### src/design/tlb_pkg.sv
package tlb_pkg;

    localparam int tlb_entries   = 16;
    localparam int tlb_index_w   = 4;
    localparam int page_offset_w = 12;                 // 4 KB pages
    localparam int vpn_w         = 32 - page_offset_w;

    // one joint TLB entry of 50 bits
    typedef struct packed {
        logic [vpn_w-1:0] vpn;
        logic [3:0]       asid;
        logic [19:0]      pfn;
        logic [2:0]       c;     // cache attribute passed through
        logic             d;     // dirty bit passed through
        logic             v;
        logic             g;
    } tlb_entry_t;

    // outcome of one sequential search
    typedef struct packed {
        logic                   found;
        logic [tlb_index_w-1:0] index;
        tlb_entry_t             entry;
    } tlb_result_t;

    // what the fetch side sees
    typedef struct packed {
        logic [31:0] paddr;
        logic        refill;
        logic        invalid;
    } xlate_t;

    // segments 8 to B bypass the TLB
    function automatic logic seg_unmapped(input logic [3:0] seg);
        return seg[3:2] == 2'b10;
    endfunction

endpackage

### src/design/itlb_ctrl.sv
`timescale 1ns/100ps

module itlb_ctrl (
    input  logic clk,
    input  logic reset,
    input  logic buf_hit,
    input  logic search_done,
    input  logic flush,
    input  logic tlb_we,
    output logic search_start,
    output logic buf_wr,
    output logic searching
);

    typedef enum logic [1:0] {
        st_idle,
        st_search,
        st_fill
    } state_t;

    state_t state, state_nxt;
    logic   abort;

    assign abort = flush | tlb_we;   // the buffer is cleared as well

    always_comb begin
        state_nxt = state;
        case (state)
            st_idle: begin
                if (!buf_hit) begin
                    state_nxt = st_search;
                end
            end
            st_search: begin
                if (search_done) begin
                    state_nxt = st_fill;
                end
            end
            st_fill: state_nxt = st_idle;   // one write cycle
            default: state_nxt = st_idle;
        endcase
        if (abort) begin
            state_nxt = st_idle;
        end
    end

    always_ff @(posedge clk) begin
        if (reset) begin
            state        <= st_idle;
            search_start <= 1'b0;
        end else begin
            state        <= state_nxt;
            // high during the first search cycle
            search_start <= (state == st_idle) && (state_nxt == st_search);
        end
    end

    assign searching = (state == st_search);
    assign buf_wr    = (state == st_fill);

endmodule

### src/design/tlb_search_counter.sv
`timescale 1ns/100ps

module tlb_search_counter (
    input  logic                              clk,
    input  logic                              reset,
    input  logic                              search_start,
    input  logic                              searching,
    input  logic                              entry_match,
    input  tlb_pkg::tlb_entry_t               entry,
    output logic [tlb_pkg::tlb_index_w-1:0]   search_index,
    output logic                              search_done,
    output tlb_pkg::tlb_result_t              result
);

    logic [tlb_pkg::tlb_index_w-1:0] idx_q;
    logic                            last;
    logic                            active;
    logic                            finish;

    // index 0 is checked in the start cycle itself
    assign search_index = search_start ? '0 : idx_q;

    assign last   = (search_index == tlb_pkg::tlb_entries - 1);
    assign active = searching && (search_start || !search_done);
    assign finish = active && (entry_match || last);

    always_ff @(posedge clk) begin
        if (reset) begin
            idx_q       <= '0;
            search_done <= 1'b0;
        end else begin
            search_done <= finish;   // one-cycle pulse
            if (active && !finish) begin
                idx_q <= search_index + 1'b1;
            end
        end
    end

    // result of the finished search
    always_ff @(posedge clk) begin
        if (finish) begin
            result.found <= entry_match;
            result.index <= search_index;
            result.entry <= entry_match ? entry : '0;   // empty on a full miss
        end
    end

endmodule

### src/design/tlb_array.sv
`timescale 1ns/100ps

module tlb_array (
    input  logic                              clk,
    input  logic                              reset,
    input  logic                              tlb_we,
    input  logic [tlb_pkg::tlb_index_w-1:0]   tlb_windex,
    input  tlb_pkg::tlb_entry_t               tlb_wentry,
    input  logic [tlb_pkg::tlb_index_w-1:0]   search_index,
    input  logic [tlb_pkg::vpn_w-1:0]         vpn,
    input  logic [3:0]                        cur_asid,
    output tlb_pkg::tlb_entry_t               entry,
    output logic                              entry_match
);

    tlb_pkg::tlb_entry_t mem [tlb_pkg::tlb_entries];

    logic vpn_eq;
    logic asid_ok;

    // software write port
    always_ff @(posedge clk) begin
        if (reset) begin
            for (int i = 0; i < tlb_pkg::tlb_entries; i++) begin
                mem[i] <= '0;
            end
        end else if (tlb_we) begin
            mem[tlb_windex] <= tlb_wentry;
        end
    end

    // indexed compare port
    assign entry = mem[search_index];

    assign vpn_eq      = (entry.vpn == vpn);
    assign asid_ok     = (entry.asid == cur_asid) || entry.g;
    assign entry_match = vpn_eq && asid_ok;   // v is not part of the match

endmodule

### src/design/itlb_buffer.sv
`timescale 1ns/100ps

module itlb_buffer (
    input  logic                 clk,
    input  logic                 reset,
    input  logic                 clear,
    input  logic                 buf_wr,
    input  tlb_pkg::tlb_result_t result,
    input  logic [31:0]          vaddr,
    input  logic [3:0]           cur_asid,
    output logic                 buf_hit,
    output tlb_pkg::tlb_result_t buf_result
);

    logic                      valid;
    logic [tlb_pkg::vpn_w-1:0] tag_vpn;
    logic [3:0]                tag_asid;
    logic                      tag_match;

    always_ff @(posedge clk) begin
        if (reset || clear) begin
            valid <= 1'b0;
        end else if (buf_wr) begin
            valid <= 1'b1;
        end
    end

    always_ff @(posedge clk) begin
        if (buf_wr) begin
            buf_result <= result;
            tag_vpn    <= vaddr[31:tlb_pkg::page_offset_w];   // virtual page tag
            tag_asid   <= cur_asid;
        end
    end

    assign tag_match = (tag_vpn == vaddr[31:tlb_pkg::page_offset_w])
                    && ((tag_asid == cur_asid) || buf_result.entry.g);

    assign buf_hit = tlb_pkg::seg_unmapped(vaddr[31:28]) || (valid && tag_match);

endmodule

### src/design/itlb_translate.sv
`timescale 1ns/100ps

module itlb_translate (
    input  logic [31:0]          vaddr,
    input  tlb_pkg::tlb_result_t buf_result,
    output tlb_pkg::xlate_t      xlate
);

    logic [3:0] seg;
    logic       mapped;

    assign seg    = vaddr[31:28];
    assign mapped = !tlb_pkg::seg_unmapped(seg);

    always_comb begin
        if (!mapped && seg[1]) begin
            xlate.paddr = {3'b000, vaddr[28:0]};   // segments A, B
        end else if (!mapped) begin
            xlate.paddr = {1'b0, vaddr[30:0]};     // segments 8, 9
        end else begin
            xlate.paddr = {buf_result.entry.pfn, vaddr[tlb_pkg::page_offset_w-1:0]};
        end
    end

    // exceptions only apply to mapped segments
    assign xlate.refill  = mapped && !buf_result.found;
    assign xlate.invalid = mapped && buf_result.found && !buf_result.entry.v;

endmodule

### src/design/itlb_top.sv
`timescale 1ns/100ps

module itlb_top (
    input  logic                            clk,
    input  logic                            reset,
    input  logic [31:0]                     vaddr,
    input  logic [3:0]                      cur_asid,
    input  logic                            tlb_we,
    input  logic [tlb_pkg::tlb_index_w-1:0] tlb_windex,
    input  tlb_pkg::tlb_entry_t             tlb_wentry,
    input  logic                            flush,
    output tlb_pkg::xlate_t                 xlate,
    output logic                            stall
);

    logic                            buf_hit;
    logic                            buf_clear;
    logic                            search_start;
    logic                            searching;
    logic                            search_done;
    logic                            buf_wr;
    logic                            entry_match;
    logic [tlb_pkg::tlb_index_w-1:0] search_index;
    tlb_pkg::tlb_entry_t             entry;
    tlb_pkg::tlb_result_t            result;
    tlb_pkg::tlb_result_t            buf_result;

    assign buf_clear = flush | tlb_we;   // any TLB change invalidates the buffer
    assign stall     = ~buf_hit;

    itlb_ctrl i_ctrl (
        .clk          (clk),
        .reset        (reset),
        .buf_hit      (buf_hit),
        .search_done  (search_done),
        .flush        (flush),
        .tlb_we       (tlb_we),
        .search_start (search_start),
        .buf_wr       (buf_wr),
        .searching    (searching)
    );

    tlb_search_counter i_counter (
        .clk          (clk),
        .reset        (reset),
        .search_start (search_start),
        .searching    (searching),
        .entry_match  (entry_match),
        .entry        (entry),
        .search_index (search_index),
        .search_done  (search_done),
        .result       (result)
    );

    tlb_array i_tlb (
        .clk          (clk),
        .reset        (reset),
        .tlb_we       (tlb_we),
        .tlb_windex   (tlb_windex),
        .tlb_wentry   (tlb_wentry),
        .search_index (search_index),
        .vpn          (vaddr[31:tlb_pkg::page_offset_w]),
        .cur_asid     (cur_asid),
        .entry        (entry),
        .entry_match  (entry_match)
    );

    itlb_buffer i_buffer (
        .clk        (clk),
        .reset      (reset),
        .clear      (buf_clear),
        .buf_wr     (buf_wr),
        .result     (result),
        .vaddr      (vaddr),
        .cur_asid   (cur_asid),
        .buf_hit    (buf_hit),
        .buf_result (buf_result)
    );

    itlb_translate i_translate (
        .vaddr      (vaddr),
        .buf_result (buf_result),
        .xlate      (xlate)
    );

endmodule

### config.mk
export PLATFORM = sky130hd
export DESIGN_NAME = itlb_top
export DESIGN_NICKNAME = d
export VERILOG_FILES = /design/src/design/tlb_pkg.sv /design/src/design/itlb_ctrl.sv /design/src/design/tlb_search_counter.sv /design/src/design/tlb_array.sv /design/src/design/itlb_buffer.sv /design/src/design/itlb_translate.sv /design/src/design/itlb_top.sv
export SDC_FILE = /design/constraint.sdc
export NUM_CORES = 1
export LEC_CHECK = 0
export BUFFER_PORTS_ARGS = -buffer_cell sky130_fd_sc_hd__buf_2
export CORE_ASPECT_RATIO = 1.75
export CORE_MARGIN = 1.5
export CORE_UTILIZATION = 45
export CTS_BUF_LIST = sky130_fd_sc_hd__clkbuf_4
export CTS_CLUSTER_DIAMETER = 50
export DETAILED_ROUTE_END_ITERATION = 10
export GPL_ROUTABILITY_DRIVEN = 0
export HOLD_SLACK_MARGIN = 0.12
export PLACE_DENSITY = 0.73
export SYNTH_ARGS = -nofsm -noshare
export SYNTH_HDL_FRONTEND = slang
export SYNTH_SLANG_ARGS = --single-unit
### constraint.sdc
create_clock -name clk -period 6.2 [get_ports clk]
set_input_delay 0.31 -clock clk [delete_from_list [all_inputs] [get_ports clk]]
set_output_delay 0.31 -clock clk [all_outputs]
set_load 0.02 [all_outputs]
==> results of run 1 <==
==> synth_stat cells, drive strengths merged, types with 13 or more instances <==
library cell / number / share of area [%]
nor3: 33 / 0.45
nor4bb: 15 / 0.39
and2: 739 / 12
a21oi: 122 / 1.8
nor3b: 21 / 0.41
nand2: 107 / 1.1
o21ai: 77 / 1.0
o22ai: 40 / 0.66
a211oi: 37 / 0.73
xnor2: 23 / 0.53
o221ai: 77 / 1.8
xor2: 17 / 0.39
mux2: 54 / 1.6
clkbuf: 172 / 1.7
mux2i: 170 / 4.5
nand3: 25 / 0.33
buf: 94 / 1.6
nor2b: 13 / 0.22
a22oi: 25 / 0.49
nor2: 55 / 0.56
a221oi: 28 / 0.64
edfxtp: 806 / 64
==> state kept, by name (all words and copies together) (netlist names) <==
name and cells:
i_ctrl.search_start 1, i_buffer.tag_asid 4, i_buffer.buf_result 23, i_ctrl.state 2
i_counter.result 23, i_counter.idx_q 4, i_counter.search_done 1, i_buffer.valid 1
i_tlb.mem 736, i_buffer.tag_vpn 20
==> what timing repair did <==
action                                 in CTS  in global routing
endpoints found under the hold margin     769                  0
resized for setup                           0                  0
hold buffers                               80                  0
==> power breakdown <==
group | internal (mW) | switching (mW)
sequential | 6.32 | 0.0921
clock | 2.05 | 2.06
combinational | 0.283 | 0.565
total | 8.66 | 2.72
==> worst max-delay path, stage by stage (launching register included) <==
cell	delay [ns]
dfxtp_4	0.93
buf_4	0.41
nand2b_4	0.53
o22a_1	0.20
o211ai_1	0.19
a32oi_1	0.79
xnor2_1	0.20
o2111ai_1	0.18
nor4_4	0.47
nand2_2	0.44
a21oi_2	0.23
buf_4	0.36
==> layer usage <==
layer | vias up | GRT usage, % | share of wire, %
li1 | 11100 | - | -
met1 | 12600 | 27.9 | 31
met2 | 1518 | 49.6 | 52
met3 | 481 | 4.99 | 7.6
met4 | 4 | 23.8 | 9.4
met5 | - | 0 | 0.018
==> worst paths after layout <==
| path | from | to | slack (ns) |
|---|---|---|---|
| hold reg to reg | i_counter.result[15]$_SDFFCE_PN0P_ | i_buffer.buf_result[15]$_DFFE_PN_ | 0.42 |
| setup / recovery | i_ctrl.search_start$_SDFF_PP0_ | i_counter.result[20]$_SDFFCE_PN0P_ | 0.90 |
| hold / removal | vaddr[14] | i_buffer.tag_vpn[2]$_DFFE_PN_ | 0.22 |
| setup reg to reg | i_ctrl.search_start$_SDFF_PP0_ | i_counter.result[20]$_SDFFCE_PN0P_ | 0.90 |
==> logic make-up after synthesis <==
| group | share of synthesized area, % |
|---|---|
| AO/OA/AOI/OAI | 8.52 |
| XOR/XNOR | 0.920 |
| flip-flops | 64.0 |
| multiplexers | 6.42 |
| AND/OR/NAND/NOR | 16.6 |
| adder cells (fa/ha/maj) | 0.0328 |
| buffers and inverters | 3.46 |
==> final cells by class <==
cell class,count,area (um^2)
diodes,7,17.5
clock buffers,248,1860
clock inverters,56,379
fillers,7033,41400
inverters,12,45.0
multi-input cells,1803,12700
flip-flops and latches,815,24400
well taps,1072,1340
repair buffers,258,2010
==> through the flow <==
step	hold WS, ns	setup slack [ns]	instances	area (um^2)	power (mW)
3_3_place_gp	0.405	1.12	3880	39700	7.29
3_5_place_dp	0.406	1.06	3880	39700	7.32
2_1_floorplan	0.388	1.43	2896	38100	7.00
5_1_grt	0.172	0.709	4267	42700	11.7
6_report	0.216	0.900	4271	42700	11.4
4_1_cts	0.134	1.04	4264	42700	11.4
==> results_dict.tcl, run 1 <==
set metrics [dict create \
    outcome "completed" \
    cts_buffer_depth 3 \
    final_core_util_pct 50.8 \
    dp_hpwl_um 73100 \
    start_kind "register" \
    async_flop_share_pct 0 \
    crit_fanout 72 \
    core_area_um2 84200 \
    start_util_pct 45.3 \
    min_period_ns 5.30 \
    cts_tree "built" \
    synth_warnings 0 \
    final.setup.tns_ns 0 \
    die-height_um 388 \
    cp.required_ns 6.84 \
    fin_crit_sh_pct 85.5 \
    wirelength_um 120000 \
    cts_sinks 815 \
    avgSynthCellArea_um2 13.2 \
    synthCells 2896 \
    dr_total_vias 25700 \
    hp-class "primary input to register" \
    netlist_area_um2 38100 \
    route.detailed.drc 0 \
    yosys_register_bits 815 \
    track_usage_pct 27.8 \
    max_slew_margin_pct 13.5 \
    rows 141 \
    setup_violations 0 \
    grt-ovfl-total 0 \
    hold_depth 2 \
    rsz0062_at_grt "no" \
    worstSetupPathType "register to register" \
    cp.arrival_ns 5.94 \
    layout_common_cells "edfxtp_1, and2_1, clkbuf_4, mux2i_1, nand2_1" \
    drt_iter0_drc 2306 \
    layout-drive-gt1-share_pct 18.2 \
    die-area_um2 86500 \
    synth-seq-area-share_pct 64.0 \
    final_common_cell "edfxtp_1" \
    p_leak_nw 14.8 \
    drv_cap 0 \
    grt_max_degree 94 \
    fin_nets 3156 \
    synth_edf_count 806 \
    p_per_area_nw_per_um2 266 \
    wl_per_cell_um 28.2 \
    r2r_cells 11 \
    final_max_slew_viol_count 0 \
    root_buffer "clkbuf_4" \
    via_per_inst 6.02 \
    tightestPinTransition_ns 1.30 \
    firstDrtPassIters 5 \
    die_x_um 223 \
    hold_viol_final 0 \
    fmax_mhz 189 \
    synthFlopType "edfxtp_1" \
    htreeDepth 4 \
    grt_pass1_wl_um 172000 \
    synth_nets 2991 \
    synth.distinct_cells 80 \
    ios 129 \
    drtAntennaViolNets 0 \
    numCtsBuffers 171 \
    clk_latency_ns 1.01 \
    clock_skew_ns 0.0796 \
    path_clk_slew_ns 0.08 \
    cp-end-kind "register" \
    area_delta_synth_final_pct 12.2 \
    ir_drop_v 0.000145 \
    antenna_found_initial 18 \
    cts_setup_buffers 0 \
    first_global_vias 26000 \
    portBuffers 100 \
]
(Power assumes the default switching activity.)
==> run 2, diff against run 1 <==
CTS_BUF_LIST = sky130_fd_sc_hd__clkbuf_2 sky130_fd_sc_hd__clkbuf_4 sky130_fd_sc_hd__clkbuf_8   (was sky130_fd_sc_hd__clkbuf_4)
==> results_dict.tcl, run 2 (synthesized netlist as in run 1, its figures left out) <==
set metrics [dict create \
    path_clk_slew_ns 0.07 \
    worstSetupPathType "register to register" \
    dp_hpwl_um 73100 \
    dr_wl_met2_um 61100 \
    p_per_area_nw_per_um2 265 \
    stdcell_count 4167 \
    cts_tree "built" \
    final_max_slew_viol_count 0 \
    track_usage_pct 27.6 \
    endpoint "i_counter.result[54]$_DFFE_PP_" \
    dr_total_vias 25200 \
    wl_met3_um 8710 \
    outcome "completed" \
    grt-ovfl-total 0 \
    wl_met1_um 37700 \
    drv_cap 0 \
    fin_crit_sh_pct 85.2 \
    largest_reg_flops 736 \
    final.setup.tns_ns 0 \
    rsz0062_at_grt "no" \
    area_delta_synth_final_pct 11.7 \
    grt_pass1_wl_um 171000 \
    cts_setup_buffers 0 \
    wirelength_um 119000 \
    p_leak_nw 14.6 \
    min_period_ns 5.28 \
    wl_per_cell_um 28.6 \
    largest-register "i_tlb.mem" \
    die-area_um2 86500 \
    die-height_um 388 \
    r2r_cells 11 \
    crit_fanout 72 \
    nFillCells 6986 \
    topRoutingLayerUsed "met5" \
    grt_max_degree 94 \
    start_kind "register" \
    dp_cells 3880 \
    htreeDepth 3 \
    die_x_um 223 \
    portBuffers 100 \
    hp-class "primary input to register" \
    antenna_found_initial 22 \
    drtAntennaViolNets 0 \
    tightestPinTransition_ns 1.30 \
    clk_latency_ns 0.78 \
    numCtsBuffers 108 \
    setup_violations 0 \
    cts_sinks 815 \
    start_util_pct 45.3 \
    final_common_cell "edfxtp_1" \
    r2r_start "i_ctrl.search_start$_SDFF_PP0_" \
    fin_nets 3088 \
    clock_skew_ns 0.0546 \
    max_slew_margin_pct 13.3 \
    first_global_vias 25300 \
    route.detailed.drc 0 \
    core_area_um2 84200 \
    layout-drive-gt1-share_pct 15.7 \
    cp-end-kind "register" \
    root_buffer "clkbuf_8" \
    firstDrtPassIters 7 \
    layout_common_cells "edfxtp_1, and2_1, mux2i_1, clkbuf_8, nand2_1" \
    top_regs "i_tlb.mem x736, i_buffer.buf_result x23, i_counter.result x23" \
    fmax_mhz 189 \
    via_per_inst 6.05 \
    cts_buffer_depth 3 \
    ir_drop_v 0.000163 \
    crit_path_start "i_ctrl.search_start$_SDFF_PP0_" \
    rows 141 \
    hold_viol_final 0 \
    r2r_setup_slack_ns 0.92 \
    cp.arrival_ns 5.71 \
    r2r_end "i_counter.result[54]$_DFFE_PP_" \
    drt_iter0_drc 2417 \
    cp.required_ns 6.63 \
    ios 129 \
]
==> run 2: what timing repair did <==
| action | 4_1_cts | 5_1_grt |
|---|---|---|
| hold buffers | 75 | 0 |
| hold endpoints to repair | 767 | 0 |
| endpoints found under the setup margin | 0 | 0 |
| gates resized for setup | 0 | 0 |
==> run 2: critical path: stages (launching register included) <==
cell,delay (ns)
dfxtp_4,0.94
buf_4,0.42
nand2b_4,0.52
inv_2,0.34
a221oi_1,0.35
o22ai_1,0.13
xor2_1,0.17
nand4_1,0.36
nor4_4,0.63
nand2_2,0.45
a21oi_2,0.24
buf_4,0.35
==> run 2: metrics by stage <==
stage | setup WS (ns) | hold WS, ns | area [um^2] | power, mW | utilization [%]
global route | 0.645 | 0.312 | 42500 | 11.5 | 50.5
CTS | 1.02 | 0.285 | 42500 | 11.3 | 50.5
finish | 0.919 | 0.338 | 42500 | 11.3 | 50.5
global placement | 1.12 | 0.405 | 39700 | 7.29 | 47.1
floorplan | 1.43 | 0.388 | 38100 | 7.00 | -
detailed placement | 1.06 | 0.406 | 39700 | 7.32 | 47.1
==> run 2: how the worst min path moves through the flow <==
| stage | startpoint | end | slack, ns | cells past startpoint |
|---|---|---|---|---|
| floorplan | tlb_we | i_buffer.valid$_SDFFE_PP0N_ | 0.39 | 1 |
| global placement | i_counter.result[0]$_SDFFCE_PN0P_ | i_buffer.buf_result[0]$_DFFE_PN_ | 0.40 | 0 |
| CTS | vaddr[31] | i_buffer.tag_vpn[19]$_DFFE_PN_ | 0.29 | 2 |
| finish | vaddr[31] | i_buffer.tag_vpn[19]$_DFFE_PN_ | 0.34 | 2 |
| detailed placement | i_counter.result[14]$_SDFFCE_PN0P_ | i_buffer.buf_result[14]$_DFFE_PN_ | 0.41 | 0 |
| global route | vaddr[31] | i_buffer.tag_vpn[19]$_DFFE_PN_ | 0.31 | 2 |
==> run 2: where the power goes <==
part           internal (mW)  switching [mW]
sequential              6.33          0.0926
clock                   1.94            2.05
combinational          0.281           0.562
total                   8.54            2.71
==> run 2: area by class of cell <==
type                       count  area, um^2  area share (%)
antenna                        8        20.0          0.0471
clock buffer                 139        1740            4.09
clock inverter                65         370           0.871
inverter                      12        45.0           0.106
multi-input combinational   1803       12700            29.8
sequential                   815       24400            57.4
tap                         1072        1340            3.15
timing repair buffer         253        1960            4.61
==> run 2: layer usage <==
metal | global-route usage, % | vias to the layer above
met2 | 48.9 | 1387
li1 | - | 10900
met4 | 23.6 | 4
met3 | 4.33 | 454
met1 | 28.3 | 12500
met5 | 0 | -
